[src/hdl/qracc_consts.svh]
// QRAcc sizing constants

`ifndef QRACC_CONSTS_SVH
`define QRACC_CONSTS_SVH

// Activation buffer
`define QRACC_BUF_DEPTH  256
`define QRACC_ADDR_BITS  8

// Datapath widths
`define QRACC_ACT_BITS   8
`define QRACC_ACC_BITS   16
`define QRACC_SCALE_BITS 12
`define QRACC_SHIFT_BITS 4

// Map and filter limits
`define QRACC_MAX_DIM    15
`define QRACC_MAX_FILT   4

`endif

[src/hdl/qracc_pkg.sv]
// QRAcc shared types

`include "qracc_consts.svh"

package qracc_pkg;

    //////////////////////////////
    // Data vectors
    //////////////////////////////

    typedef logic [`QRACC_ACT_BITS-1:0]   act_t;
    typedef logic [`QRACC_ADDR_BITS-1:0]  addr_t;
    typedef logic [$clog2(`QRACC_MAX_DIM + 1)-1:0] dim_t;
    typedef logic [`QRACC_ACC_BITS-1:0]   acc_t;
    typedef logic [`QRACC_SCALE_BITS-1:0] scale_t;
    typedef logic [`QRACC_SHIFT_BITS-1:0] shift_t;

    //////////////////////////////
    // Control encodings
    //////////////////////////////

    typedef enum logic [2:0] {
        TRIG_NONE        = 3'd0,
        TRIG_LOAD_ACTS   = 3'd1,
        TRIG_LOAD_SCALER = 3'd2,
        TRIG_COMPUTE     = 3'd3,
        TRIG_READ_ACTS   = 3'd4
    } trigger_t;

    typedef enum logic [2:0] {
        S_IDLE       = 3'd0,
        S_LOADACTS   = 3'd1,
        S_LOADSCALER = 3'd2,
        S_COMPUTE    = 3'd3,
        S_READACTS   = 3'd4
    } state_t;

endpackage

[src/hdl/activation_buffer.sv]
// Activation buffer

`include "qracc_consts.svh"

module activation_buffer (
    input  logic             clk,
    input  logic             wr_en_i,
    input  qracc_pkg::addr_t wr_addr_i,
    input  qracc_pkg::act_t  wr_data_i,
    input  logic             rd_en_i,
    input  qracc_pkg::addr_t rd_addr_i,
    output qracc_pkg::act_t  rd_data_o
);
    import qracc_pkg::*;

    act_t mem [0:`QRACC_BUF_DEPTH-1];

    //////////////////////////////
    // Write port
    //////////////////////////////

    always_ff @(posedge clk) begin
        if (wr_en_i) begin
            mem[wr_addr_i] <= wr_data_i;
        end
    end

    //////////////////////////////
    // Read port
    //////////////////////////////

    // Data valid one cycle after rd_en_i
    always_ff @(posedge clk) begin
        if (rd_en_i) begin
            rd_data_o <= mem[rd_addr_i];
        end
    end

endmodule

[src/hdl/qracc_controller.sv]
// QRAcc main controller

module qracc_controller (
    input  logic                clk,
    input  logic                nrst,
    input  qracc_pkg::trigger_t trigger_i,
    input  logic                clear_i,
    input  qracc_pkg::dim_t     cfg_ifmap_dim_i,
    input  qracc_pkg::dim_t     cfg_filter_dim_i,
    input  logic                bus_valid_i,
    input  logic                bus_wen_i,
    input  logic                cnt_done_i,
    input  logic                cnt_rd_en_i,
    input  logic                cnt_win_last_i,
    input  logic                res_valid_i,
    output logic                bus_ready_o,
    output logic                rd_valid_o,
    output logic                buf_wr_en_o,
    output qracc_pkg::addr_t    buf_wr_addr_o,
    output logic                buf_wr_sel_o,
    output logic                host_rd_en_o,
    output qracc_pkg::addr_t    host_rd_addr_o,
    output logic                cnt_start_o,
    output logic                acc_in_valid_o,
    output logic                acc_in_last_o,
    output logic                scaler_wr_o,
    output qracc_pkg::addr_t    ofmap_base_o,
    output logic                busy_o,
    output logic [2:0]          state_o
);
    import qracc_pkg::*;

    state_t state_q;
    state_t state_d;
    dim_t   out_dim;
    addr_t  in_size;
    addr_t  out_size;
    addr_t  act_wr_ptr;
    addr_t  act_rd_ptr;
    addr_t  out_cnt;
    logic   done_seen_q;
    logic   data_write;
    logic   data_read;

    // Output map sits right after the input map
    assign out_dim      = cfg_ifmap_dim_i - cfg_filter_dim_i + dim_t'(1);
    assign in_size      = addr_t'(cfg_ifmap_dim_i) * addr_t'(cfg_ifmap_dim_i);
    assign out_size     = addr_t'(out_dim) * addr_t'(out_dim);
    assign ofmap_base_o = in_size;

    assign bus_ready_o = (state_q == S_LOADACTS) || (state_q == S_LOADSCALER) ||
                         (state_q == S_READACTS);
    assign data_write  = bus_valid_i && bus_ready_o && bus_wen_i;
    assign data_read   = bus_valid_i && bus_ready_o && !bus_wen_i;

    assign busy_o         = (state_q != S_IDLE);
    assign state_o        = state_q;
    assign host_rd_addr_o = act_rd_ptr;

    //////////////////////////////
    // State machine
    //////////////////////////////

    always_ff @(posedge clk or negedge nrst) begin
        if (!nrst) begin
            state_q <= S_IDLE;
        end else if (clear_i) begin
            state_q <= S_IDLE;
        end else begin
            state_q <= state_d;
        end
    end

    always_comb begin
        state_d = state_q;
        case (state_q)
            S_IDLE: begin
                case (trigger_i)
                    TRIG_LOAD_ACTS:   state_d = S_LOADACTS;
                    TRIG_LOAD_SCALER: state_d = S_LOADSCALER;
                    TRIG_COMPUTE:     state_d = S_COMPUTE;
                    TRIG_READ_ACTS:   state_d = S_READACTS;
                    default:          state_d = S_IDLE;
                endcase
            end
            S_LOADACTS: begin
                if (data_write && act_wr_ptr == in_size - addr_t'(1)) state_d = S_IDLE;
            end
            S_LOADSCALER: begin
                if (data_write) state_d = S_IDLE;
            end
            S_COMPUTE: begin
                // Last result lands once the counter has finished
                if (res_valid_i && (done_seen_q || cnt_done_i) &&
                    out_cnt == out_size - addr_t'(1)) begin
                    state_d = S_IDLE;
                end
            end
            S_READACTS: begin
                if (data_read && act_rd_ptr == out_size - addr_t'(1)) state_d = S_IDLE;
            end
            default: state_d = S_IDLE;
        endcase
    end

    // Buffer write steering
    always_comb begin
        buf_wr_en_o   = 1'b0;
        buf_wr_addr_o = act_wr_ptr;
        buf_wr_sel_o  = 1'b0;
        host_rd_en_o  = 1'b0;
        scaler_wr_o   = 1'b0;
        case (state_q)
            S_LOADACTS:   buf_wr_en_o = data_write;
            S_LOADSCALER: scaler_wr_o = data_write;
            S_COMPUTE: begin
                buf_wr_en_o   = res_valid_i;
                buf_wr_addr_o = ofmap_base_o + out_cnt;
                buf_wr_sel_o  = 1'b1;
            end
            S_READACTS:   host_rd_en_o = data_read;
            default:      buf_wr_en_o = 1'b0;
        endcase
    end

    //////////////////////////////
    // Pointers
    //////////////////////////////

    always_ff @(posedge clk or negedge nrst) begin
        if (!nrst) begin
            act_wr_ptr  <= '0;
            act_rd_ptr  <= '0;
            out_cnt     <= '0;
            done_seen_q <= 1'b0;
        end else if (clear_i) begin
            act_wr_ptr  <= '0;
            act_rd_ptr  <= '0;
            out_cnt     <= '0;
            done_seen_q <= 1'b0;
        end else begin
            if (state_q == S_LOADACTS && data_write) begin
                if (state_d != S_LOADACTS) act_wr_ptr <= '0;
                else act_wr_ptr <= act_wr_ptr + addr_t'(1);
            end
            if (state_q == S_READACTS && data_read) begin
                if (state_d != S_READACTS) act_rd_ptr <= '0;
                else act_rd_ptr <= act_rd_ptr + addr_t'(1);
            end
            if (state_q == S_COMPUTE) begin
                if (cnt_done_i) done_seen_q <= 1'b1;
                if (res_valid_i) out_cnt <= out_cnt + addr_t'(1);
                if (state_d != S_COMPUTE) begin
                    out_cnt     <= '0;
                    done_seen_q <= 1'b0;
                end
            end
        end
    end

    // Start pulse and one-cycle alignment with the buffer read
    always_ff @(posedge clk or negedge nrst) begin
        if (!nrst) begin
            cnt_start_o    <= 1'b0;
            acc_in_valid_o <= 1'b0;
            acc_in_last_o  <= 1'b0;
            rd_valid_o     <= 1'b0;
        end else begin
            cnt_start_o    <= !clear_i && state_q == S_IDLE && state_d == S_COMPUTE;
            acc_in_valid_o <= cnt_rd_en_i;
            acc_in_last_o  <= cnt_win_last_i;
            rd_valid_o     <= data_read;
        end
    end

endmodule

[src/hdl/qracc_top.sv]
// QRAcc convolution core top

module qracc_top (
    input  logic                clk,
    input  logic                nrst,
    input  logic                bus_valid_i,
    input  logic                bus_wen_i,
    input  qracc_pkg::act_t     bus_data_i,
    input  qracc_pkg::shift_t   cfg_shift_i,
    output logic                bus_ready_o,
    output qracc_pkg::act_t     rd_data_o,
    output logic                rd_valid_o,
    input  qracc_pkg::trigger_t trigger_i,
    input  logic                clear_i,
    input  qracc_pkg::dim_t     cfg_ifmap_dim_i,
    input  qracc_pkg::dim_t     cfg_filter_dim_i,
    output logic                busy_o,
    output logic [2:0]          state_o
);
    import qracc_pkg::*;

    logic   buf_wr_en;
    addr_t  buf_wr_addr;
    logic   buf_wr_sel;
    act_t   buf_wr_data;
    logic   host_rd_en;
    addr_t  host_rd_addr;
    logic   buf_rd_en;
    addr_t  buf_rd_addr;
    addr_t  ofmap_base;
    logic   cnt_start;
    logic   cnt_rd_en;
    addr_t  cnt_rd_addr;
    logic   cnt_win_last;
    logic   cnt_done;
    logic   acc_in_valid;
    logic   acc_in_last;
    logic   scaler_wr;
    logic   res_valid;
    act_t   res;
    scale_t scale;

    // Counter owns the read port during compute, host reads the output map otherwise
    assign buf_rd_en   = (state_o == S_COMPUTE) ? cnt_rd_en : host_rd_en;
    assign buf_rd_addr = (state_o == S_COMPUTE) ? cnt_rd_addr : ofmap_base + host_rd_addr;
    assign buf_wr_data = buf_wr_sel ? res : bus_data_i;
    assign scale       = scale_t'(bus_data_i);

    qracc_controller u_controller (
        .clk(clk), .nrst(nrst),
        .trigger_i(trigger_i), .clear_i(clear_i),
        .cfg_ifmap_dim_i(cfg_ifmap_dim_i), .cfg_filter_dim_i(cfg_filter_dim_i),
        .bus_valid_i(bus_valid_i), .bus_wen_i(bus_wen_i),
        .cnt_done_i(cnt_done), .cnt_rd_en_i(cnt_rd_en),
        .cnt_win_last_i(cnt_win_last), .res_valid_i(res_valid),
        .bus_ready_o(bus_ready_o), .rd_valid_o(rd_valid_o),
        .buf_wr_en_o(buf_wr_en), .buf_wr_addr_o(buf_wr_addr), .buf_wr_sel_o(buf_wr_sel),
        .host_rd_en_o(host_rd_en), .host_rd_addr_o(host_rd_addr),
        .cnt_start_o(cnt_start), .acc_in_valid_o(acc_in_valid), .acc_in_last_o(acc_in_last),
        .scaler_wr_o(scaler_wr), .ofmap_base_o(ofmap_base),
        .busy_o(busy_o), .state_o(state_o)
    );

    window_counter u_window_counter (
        .clk(clk), .nrst(nrst), .start_i(cnt_start),
        .cfg_ifmap_dim_i(cfg_ifmap_dim_i), .cfg_filter_dim_i(cfg_filter_dim_i),
        .rd_en_o(cnt_rd_en), .rd_addr_o(cnt_rd_addr),
        .win_last_o(cnt_win_last), .done_o(cnt_done)
    );

    activation_buffer u_activation_buffer (
        .clk(clk),
        .wr_en_i(buf_wr_en), .wr_addr_i(buf_wr_addr), .wr_data_i(buf_wr_data),
        .rd_en_i(buf_rd_en), .rd_addr_i(buf_rd_addr), .rd_data_o(rd_data_o)
    );

    window_accumulator u_window_accumulator (
        .clk(clk), .nrst(nrst),
        .in_valid_i(acc_in_valid), .in_last_i(acc_in_last), .in_data_i(rd_data_o),
        .scaler_wr_i(scaler_wr), .scale_i(scale), .shift_i(cfg_shift_i),
        .res_valid_o(res_valid), .res_o(res)
    );

endmodule

[src/hdl/window_accumulator.sv]
// Window sum with output scaling

`include "qracc_consts.svh"

module window_accumulator (
    input  logic              clk,
    input  logic              nrst,
    input  logic              in_valid_i,
    input  logic              in_last_i,
    input  qracc_pkg::act_t   in_data_i,
    input  logic              scaler_wr_i,
    input  qracc_pkg::scale_t scale_i,
    input  qracc_pkg::shift_t shift_i,
    output logic              res_valid_o,
    output qracc_pkg::act_t   res_o
);
    import qracc_pkg::*;

    localparam int PROD_BITS = `QRACC_ACC_BITS + `QRACC_SCALE_BITS;

    acc_t                 sum_q;
    acc_t                 win_sum;
    scale_t               scale_q;
    shift_t               shift_q;
    logic [PROD_BITS-1:0] prod;
    logic [PROD_BITS-1:0] shifted;
    act_t                 sat;

    // Sum including the element arriving now
    assign win_sum = sum_q + acc_t'(in_data_i);
    assign prod    = PROD_BITS'(win_sum) * PROD_BITS'(scale_q);
    assign shifted = prod >> shift_q;
    // Clamp to 255 when anything spills above the result width
    assign sat     = (|shifted[PROD_BITS-1:`QRACC_ACT_BITS]) ? '1 : act_t'(shifted);

    always_ff @(posedge clk or negedge nrst) begin
        if (!nrst) begin
            sum_q       <= '0;
            res_valid_o <= 1'b0;
        end else begin
            res_valid_o <= in_valid_i && in_last_i;
            if (in_valid_i) begin
                sum_q <= in_last_i ? '0 : win_sum;
            end
        end
    end

    always_ff @(posedge clk) begin
        if (in_valid_i && in_last_i) begin
            res_o <= sat;
        end
        if (scaler_wr_i) begin
            scale_q <= scale_i;
            shift_q <= shift_i;
        end
    end

endmodule

[src/hdl/window_counter.sv]
// Convolution window address generator

`include "qracc_consts.svh"

module window_counter (
    input  logic             clk,
    input  logic             nrst,
    input  logic             start_i,
    input  qracc_pkg::dim_t  cfg_ifmap_dim_i,
    input  qracc_pkg::dim_t  cfg_filter_dim_i,
    output logic             rd_en_o,
    output qracc_pkg::addr_t rd_addr_o,
    output logic             win_last_o,
    output logic             done_o
);
    import qracc_pkg::*;

    localparam int FILT_BITS = $clog2(`QRACC_MAX_FILT);

    logic                 active_q;
    logic                 done_q;
    logic [FILT_BITS-1:0] fx_q;
    logic [FILT_BITS-1:0] fy_q;
    dim_t                 px_q;
    dim_t                 py_q;
    dim_t                 filt_last;
    dim_t                 out_last;
    dim_t                 row;
    dim_t                 col;
    logic                 fx_end;
    logic                 fy_end;

    assign filt_last = cfg_filter_dim_i - dim_t'(1);
    assign out_last  = cfg_ifmap_dim_i - cfg_filter_dim_i;
    assign fx_end    = (dim_t'(fx_q) == filt_last);
    assign fy_end    = (dim_t'(fy_q) == filt_last);

    // Input pixel under the current window element
    assign row       = py_q + dim_t'(fy_q);
    assign col       = px_q + dim_t'(fx_q);
    assign rd_addr_o = addr_t'(row) * addr_t'(cfg_ifmap_dim_i) + addr_t'(col);

    assign rd_en_o    = active_q;
    assign win_last_o = active_q && fx_end && fy_end;
    assign done_o     = done_q;

    always_ff @(posedge clk or negedge nrst) begin
        if (!nrst) begin
            active_q <= 1'b0;
            done_q   <= 1'b0;
            fx_q     <= '0;
            fy_q     <= '0;
            px_q     <= '0;
            py_q     <= '0;
        end else if (start_i) begin
            active_q <= 1'b1;
            done_q   <= 1'b0;
            fx_q     <= '0;
            fy_q     <= '0;
            px_q     <= '0;
            py_q     <= '0;
        end else begin
            done_q <= 1'b0;
            if (active_q) begin
                // Filter x innermost, then filter y, then output pixel
                if (!fx_end) begin
                    fx_q <= fx_q + 1'b1;
                end else begin
                    fx_q <= '0;
                    if (!fy_end) begin
                        fy_q <= fy_q + 1'b1;
                    end else begin
                        fy_q <= '0;
                        if (px_q != out_last) begin
                            px_q <= px_q + dim_t'(1);
                        end else begin
                            px_q <= '0;
                            if (py_q != out_last) begin
                                py_q <= py_q + dim_t'(1);
                            end else begin
                                py_q     <= '0;
                                active_q <= 1'b0;
                                done_q   <= 1'b1;
                            end
                        end
                    end
                end
            end
        end
    end

endmodule

[config.mk]
export PLATFORM = sky130hd
export DESIGN_NAME = qracc_top
export DESIGN_NICKNAME = d
export VERILOG_FILES = /design/src/hdl/qracc_pkg.sv /design/src/hdl/activation_buffer.sv /design/src/hdl/qracc_controller.sv /design/src/hdl/qracc_top.sv /design/src/hdl/window_accumulator.sv /design/src/hdl/window_counter.sv
export VERILOG_INCLUDE_DIRS = /design/src /design/src/hdl
export SDC_FILE = /design/constraint.sdc
export NUM_CORES = 2
export LEC_CHECK = 0
export ABC_AREA = 1
export BUFFER_PORTS_ARGS = -buffer_cell sky130_fd_sc_hd__buf_2
export CAP_MARGIN = 10
export CELL_PAD_IN_SITES_DETAIL_PLACEMENT = 1
export CELL_PAD_IN_SITES_GLOBAL_PLACEMENT = 1
export CORE_ASPECT_RATIO = 1.1
export CORE_UTILIZATION = 47
export CTS_CLUSTER_DIAMETER = 60
export DETAILED_ROUTE_END_ITERATION = 10
export PLACE_DENSITY_LB_ADDON = 0.2
export SYNTH_ARGS = -nofsm -noshare
export SYNTH_HDL_FRONTEND = slang
export SYNTH_SLANG_ARGS = --single-unit
export TNS_END_PERCENT = 10
[constraint.sdc]
create_clock -name clk -period 5.8 [get_ports clk]
set_clock_uncertainty 0.2 [all_clocks]
set_input_delay 0.58 -clock clk [delete_from_list [all_inputs] [get_ports clk]]
set_output_delay 0.58 -clock clk [all_outputs]
set_load 0.02 [all_outputs]
==> Implementation_results.wiki <==
{| class="wikitable"
! Metric !! Value
|-
| Setup slack of the worst register-to-register path || -0.85 ns
|-
| Number of nets with antenna violations after routing || 0
|-
| Final routed wirelength across all metal layers || 301 mm
|-
| Leak || about 40 nW
|-
| Power Density || 526 nW/um^2
|-
| End point of the worst hold path || u_controller.acc_in_last_o$_DFF_PN0_
|-
| Total nets after synthesis || ~8600
|-
| Violation count after the first detailed-route iteration || roughly 6700
|-
| Chip Height || ~470 um
|-
| H-tree lvl count || 4
|-
| Required time at the worst-slack endpoint || 6.21 ns
|-
| Worst stage delay on the critical path || between 0.5 and 0.6 ns
|-
| Slowest stage cell on the critical path || sky130_fd_sc_hd__fa_1
|-
| Post-route clock period utilization || 115%
|-
| Worst-Skew Late Latency || 0.87 ns
|-
| RSZ-0062 raised after global routing || true
|-
| X dimension of the die || between 400 and 500 um
|-
| Violations in the final reports || negative setup slack
|-
| Fraction of final layout cells with drive strength greater than 1 || ~13%
|-
| Via Count || between 60000 and 70000
|-
| Relative slew slack || about 11%
|-
| Post-layout util || a little over half
|-
| Combined area of the multi-input logic cells || approximately 27000 um^2
|-
| Run status || finished with violations
|-
| Total global-route track usage || 29.0%
|-
| Antenna violations before repair || 7
|-
| Post-layout minimum cycle time || 6.65 ns
|-
| FF+latch count, synth || between 2000 and 2500
|-
| Max frequency || about 150 MHz
|-
| Capturing point of the worst reg2reg path || u_window_accumulator.res_o[7]$_SDFFCE_PP1P_
|-
| Cell variety after synth || 49
|-
| Mapped cell area || between 90000 and 100000 um^2
|-
| Worst IR drop on VDD || roughly 0.0012 V
|-
| Hold Path Depth || 5
|-
| Clk slew on worst S/H paths || 0.06 ns
|-
| Part of the Yosys area used for sequential elements || between 60 and 70%
|-
| Transition time of the tightest slew-check pin || around 1.3 ns
|-
| Routability congestion estimate from global placement || 0.877
|-
| Predominant post-synthesis flop cell || sky130_fd_sc_hd__edfxtp_1
|-
| Average cell area after synthesis || ~11 um^2
|-
| Routed wire per std cell || between 20 and 30 um
|-
| CP top delay family || adder cells
|-
| Min-delay src || cfg_filter_dim_i[2]
|-
| Largest net degree at the start of global routing || ~170
|-
| Total of max-cap violations || 0
|-
| YS warnings || 0
|-
| Worst-path fanout max || 8
|-
| Worst hold-check path type || in -> reg
|-
| Total count of max-transition violations in the final report || 0
|-
| Count of buffer and inverter cells on the critical path || 6
|-
| Worst setup path startpoint || u_activation_buffer.rd_data_o[0]$_DFFE_PP_
|-
| Arrival time reported for the critical path endpoint || approximately 7.1 ns
|-
| Depth of the most critical reg-to-reg path || 38
|-
| Post-synth EDFFs || around 2100
|-
| Critical path launch point type || flop
|-
| Area delta synth->final || 15.4%
|-
| Sinks on the clock net || approximately 2100
|-
| Wire length of the first global-routing pass || 446 mm
|-
| Fill cell count || 21062
|-
| Most repeated library cell on the critical path || sky130_fd_sc_hd__nand2_1
|-
| Start of the worst register-to-register path || u_activation_buffer.rd_data_o[0]$_DFFE_PP_
|-
| Full die area || slightly above 200000 um^2
|-
| Final setup slack of the worst path || -0.851 ns
|-
| Maximum clock path buffer count || 3
|-
| Reg area || about 64000 um^2
|-
| Worst Setup Path Type || reg -> reg
|-
| Final Instance Area || ~110000 um^2
|-
| Post-DP HPWL || 192 mm
|-
| Via count of the first global-routing pass || slightly above 70000
|-
| Site Rows || between 150 and 200
|-
| Cell area after placement || 102000 um^2
|-
| Layout net count || about 9000
|-
| Clock tree from TritonCTS || done
|-
| Number of DRC violations after detailed routing || 0
|-
| Detailed-route vias per instance || ~5.9
|-
| Std-Cell Core Area || slightly above 200000 um^2
|-
| Fraction of registers with async set/reset || slightly below 3%
|-
| Length of the first detailed-routing pass in iterations || 6
|-
| Crit end category || flop
|-
| Finish-stage setup viols || 8
|-
| GRT Residual Overflow || 0
|-
| Number of hold violations in the final report || 0
|-
| Ports placed on the boundary || 42
|-
| Effective utilization at floorplan || 47.3%
|-
| CTS Buf Count || between 200 and 250
|-
| Count of input and output buffers || 41
|-
| Gate Count Post-Synth || ~8400
|-
| Clock root buffer || sky130_fd_sc_hd__clkbuf_16
|}
-- sequential cells by signal, indices dropped and copies added, names as in the netlist, 3 cells and up --
| register | count |
|---|---|
| u_window_accumulator.scale_q | 8 |
| u_controller.out_cnt | 8 |
| u_activation_buffer.rd_data_o | 8 |
| u_controller.host_rd_addr_o | 8 |
| u_window_accumulator.res_o | 8 |
| u_window_counter.px_q | 4 |
| u_controller.state_o | 3 |
| u_controller.act_wr_ptr | 8 |
| u_window_accumulator.sum_q | 16 |
| u_activation_buffer.mem | 2048 |
| u_window_accumulator.shift_q | 4 |
| u_window_counter.py_q | 4 |
-- cell families (layout without fill, tap and decap cells) --
group,count (synthesis),in the layout,synth area share [%]
compound gates,1892,1892,11.0
xor+xnor,66,66,0.606
fa+ha+maj,205,205,3.44
buf+inv,1251,1795,5.29
flops,2139,2139,67.0
mux,1,1,0.0105
other cells,0,2,0
simple gates,2841,2841,12.6
-- where the power goes --
group	switching [mW]	internal, mW
sequential	0.0962	17.1
combinational	16.2	10.7
clock	6.08	7.64
total	22.4	35.5
-- synth_stat cells (4+ instances only) --
cell type,count,area share [%]
sky130_fd_sc_hd__buf_2,191,1.0
sky130_fd_sc_hd__xor2_1,45,0.41
sky130_fd_sc_hd__or2_2,11,0.072
sky130_fd_sc_hd__nor2_1,901,3.5
sky130_fd_sc_hd__nand3_2,5,0.052
sky130_fd_sc_hd__buf_6,5,0.059
sky130_fd_sc_hd__ha_1,110,1.4
sky130_fd_sc_hd__dfrtp_1,63,1.7
sky130_fd_sc_hd__o21ai_1,72,0.38
sky130_fd_sc_hd__buf_1,26,0.10
sky130_fd_sc_hd__nand4_1,24,0.16
sky130_fd_sc_hd__edfxtp_1,2076,65
sky130_fd_sc_hd__clkbuf_2,5,0.026
sky130_fd_sc_hd__o211ai_1,305,2.4
sky130_fd_sc_hd__nor3b_1,4,0.031
sky130_fd_sc_hd__xnor2_1,21,0.19
sky130_fd_sc_hd__inv_2,7,0.028
sky130_fd_sc_hd__nand3b_1,12,0.094
sky130_fd_sc_hd__clkbuf_1,282,1.1
sky130_fd_sc_hd__clkinv_1,4,0.016
sky130_fd_sc_hd__a21oi_1,360,1.9
sky130_fd_sc_hd__o22ai_1,132,0.87
sky130_fd_sc_hd__nand2_1,973,3.8
sky130_fd_sc_hd__o21ai_0,1003,5.3
sky130_fd_sc_hd__fa_1,95,2.0
sky130_fd_sc_hd__nand3_1,757,4.0
sky130_fd_sc_hd__nor3_1,139,0.73
sky130_fd_sc_hd__nand4_2,4,0.052
sky130_fd_sc_hd__buf_4,18,0.14
sky130_fd_sc_hd__inv_1,713,2.8
-- worst reg2reg max path, delay by kind of cell (launching register included) --
family / cells / cell delay (ns)
flops: 1 / 0.36
buf+inv: 6 / 0.38
fa+ha+maj: 7 / 2.89
compound gates: 3 / 0.52
simple gates: 22 / 2.04
-- layout by cell type (no fill, tap or decap), types with 10 or more instances in the layout --
cell and instances:
sky130_fd_sc_hd__nand2_4 14, sky130_fd_sc_hd__o211ai_1 305, sky130_fd_sc_hd__xor2_1 45, sky130_fd_sc_hd__dfrtp_1 63, sky130_fd_sc_hd__a21oi_1 349, sky130_fd_sc_hd__buf_2 53
sky130_fd_sc_hd__bufinv_16 15, sky130_fd_sc_hd__buf_4 491, sky130_fd_sc_hd__nand3_1 704, sky130_fd_sc_hd__fa_1 93, sky130_fd_sc_hd__nor3_1 130, sky130_fd_sc_hd__dlygate4sd3_1 20
sky130_fd_sc_hd__xnor2_1 20, sky130_fd_sc_hd__clkinv_1 58, sky130_fd_sc_hd__edfxtp_1 2076, sky130_fd_sc_hd__nor3_2 10, sky130_fd_sc_hd__clkinv_2 33, sky130_fd_sc_hd__clkbuf_1 54
sky130_fd_sc_hd__o22ai_1 132, sky130_fd_sc_hd__nand3b_1 12, sky130_fd_sc_hd__o21ai_0 1000, sky130_fd_sc_hd__inv_2 16, sky130_fd_sc_hd__o21ai_1 73, sky130_fd_sc_hd__nand3_2 56
sky130_fd_sc_hd__clkbuf_16 220, sky130_fd_sc_hd__nand2_2 48, sky130_fd_sc_hd__buf_12 83, sky130_fd_sc_hd__clkbuf_4 15, sky130_fd_sc_hd__or2_2 10, sky130_fd_sc_hd__nand2_1 912
sky130_fd_sc_hd__nor2_1 889, sky130_fd_sc_hd__inv_1 700, sky130_fd_sc_hd__nand4_1 24, sky130_fd_sc_hd__ha_1 101
-- cell type report --
class                   instances  area share, %
flip-flops and latches       2139           58.1
clock buffers                 274           5.19
well taps                    2712           3.08
clock inverters               130           1.04
diodes                          2        0.00455
multi-input cells            5005           24.7
repair buffers                667           5.43
inverters                     724           2.49
-- through the flow --
| stage | setup slack, ns | power, mW | setup TNS [ns] | hold slack, ns | instances |
|---|---|---|---|---|---|
| finish | -0.851 | 57.9 | -6.73 | 0.0623 | 11653 |
| global route | -1.23 | 61.6 | -9.98 | 0.101 | 11652 |
| CTS | -0.864 | 57.2 | -6.81 | 0.00446 | 11612 |
| detailed placement | -0.961 | 42.8 | -8.91 | 0.263 | 11181 |
| global placement | -0.841 | 42.4 | -6.66 | 0.245 | 11175 |
| floorplan | -0.432 | 33.4 | -3.45 | 0.0844 | 8395 |
-- routing by layer --
metal,routed length [um],track usage [%],vias to the layer above
met5,46,0,-
met4,11600,11.0,6
met3,17900,3.68,539
met2,149000,49.1,2219
met1,123000,38.1,35245
li1,-,-,30565
-- worst max path at each step --
| stage | end | cells after the start |
|---|---|---|
| after floorplan | u_window_accumulator.res_o[1]$_SDFFCE_PP1P_ | 41 |
| after global placement | u_window_accumulator.res_o[0]$_SDFFCE_PP1P_ | 40 |
| after detailed placement | u_window_accumulator.res_o[3]$_SDFFCE_PP1P_ | 40 |
| after CTS | u_window_accumulator.res_o[2]$_SDFFCE_PP1P_ | 40 |
| after global routing | u_window_accumulator.res_o[1]$_SDFFCE_PP1P_ | 33 |
| final | u_window_accumulator.res_o[7]$_SDFFCE_PP1P_ | 38 |
-- timing repair --
action                                 CTS  global route
endpoints found under the hold margin   47             0
hold buffers                            21             0
pin swaps                               42            32
resized for setup                       38            78
setup endpoints to repair               16            23
setup buffers                            6             5
Power figures use the tool's default switching activity.
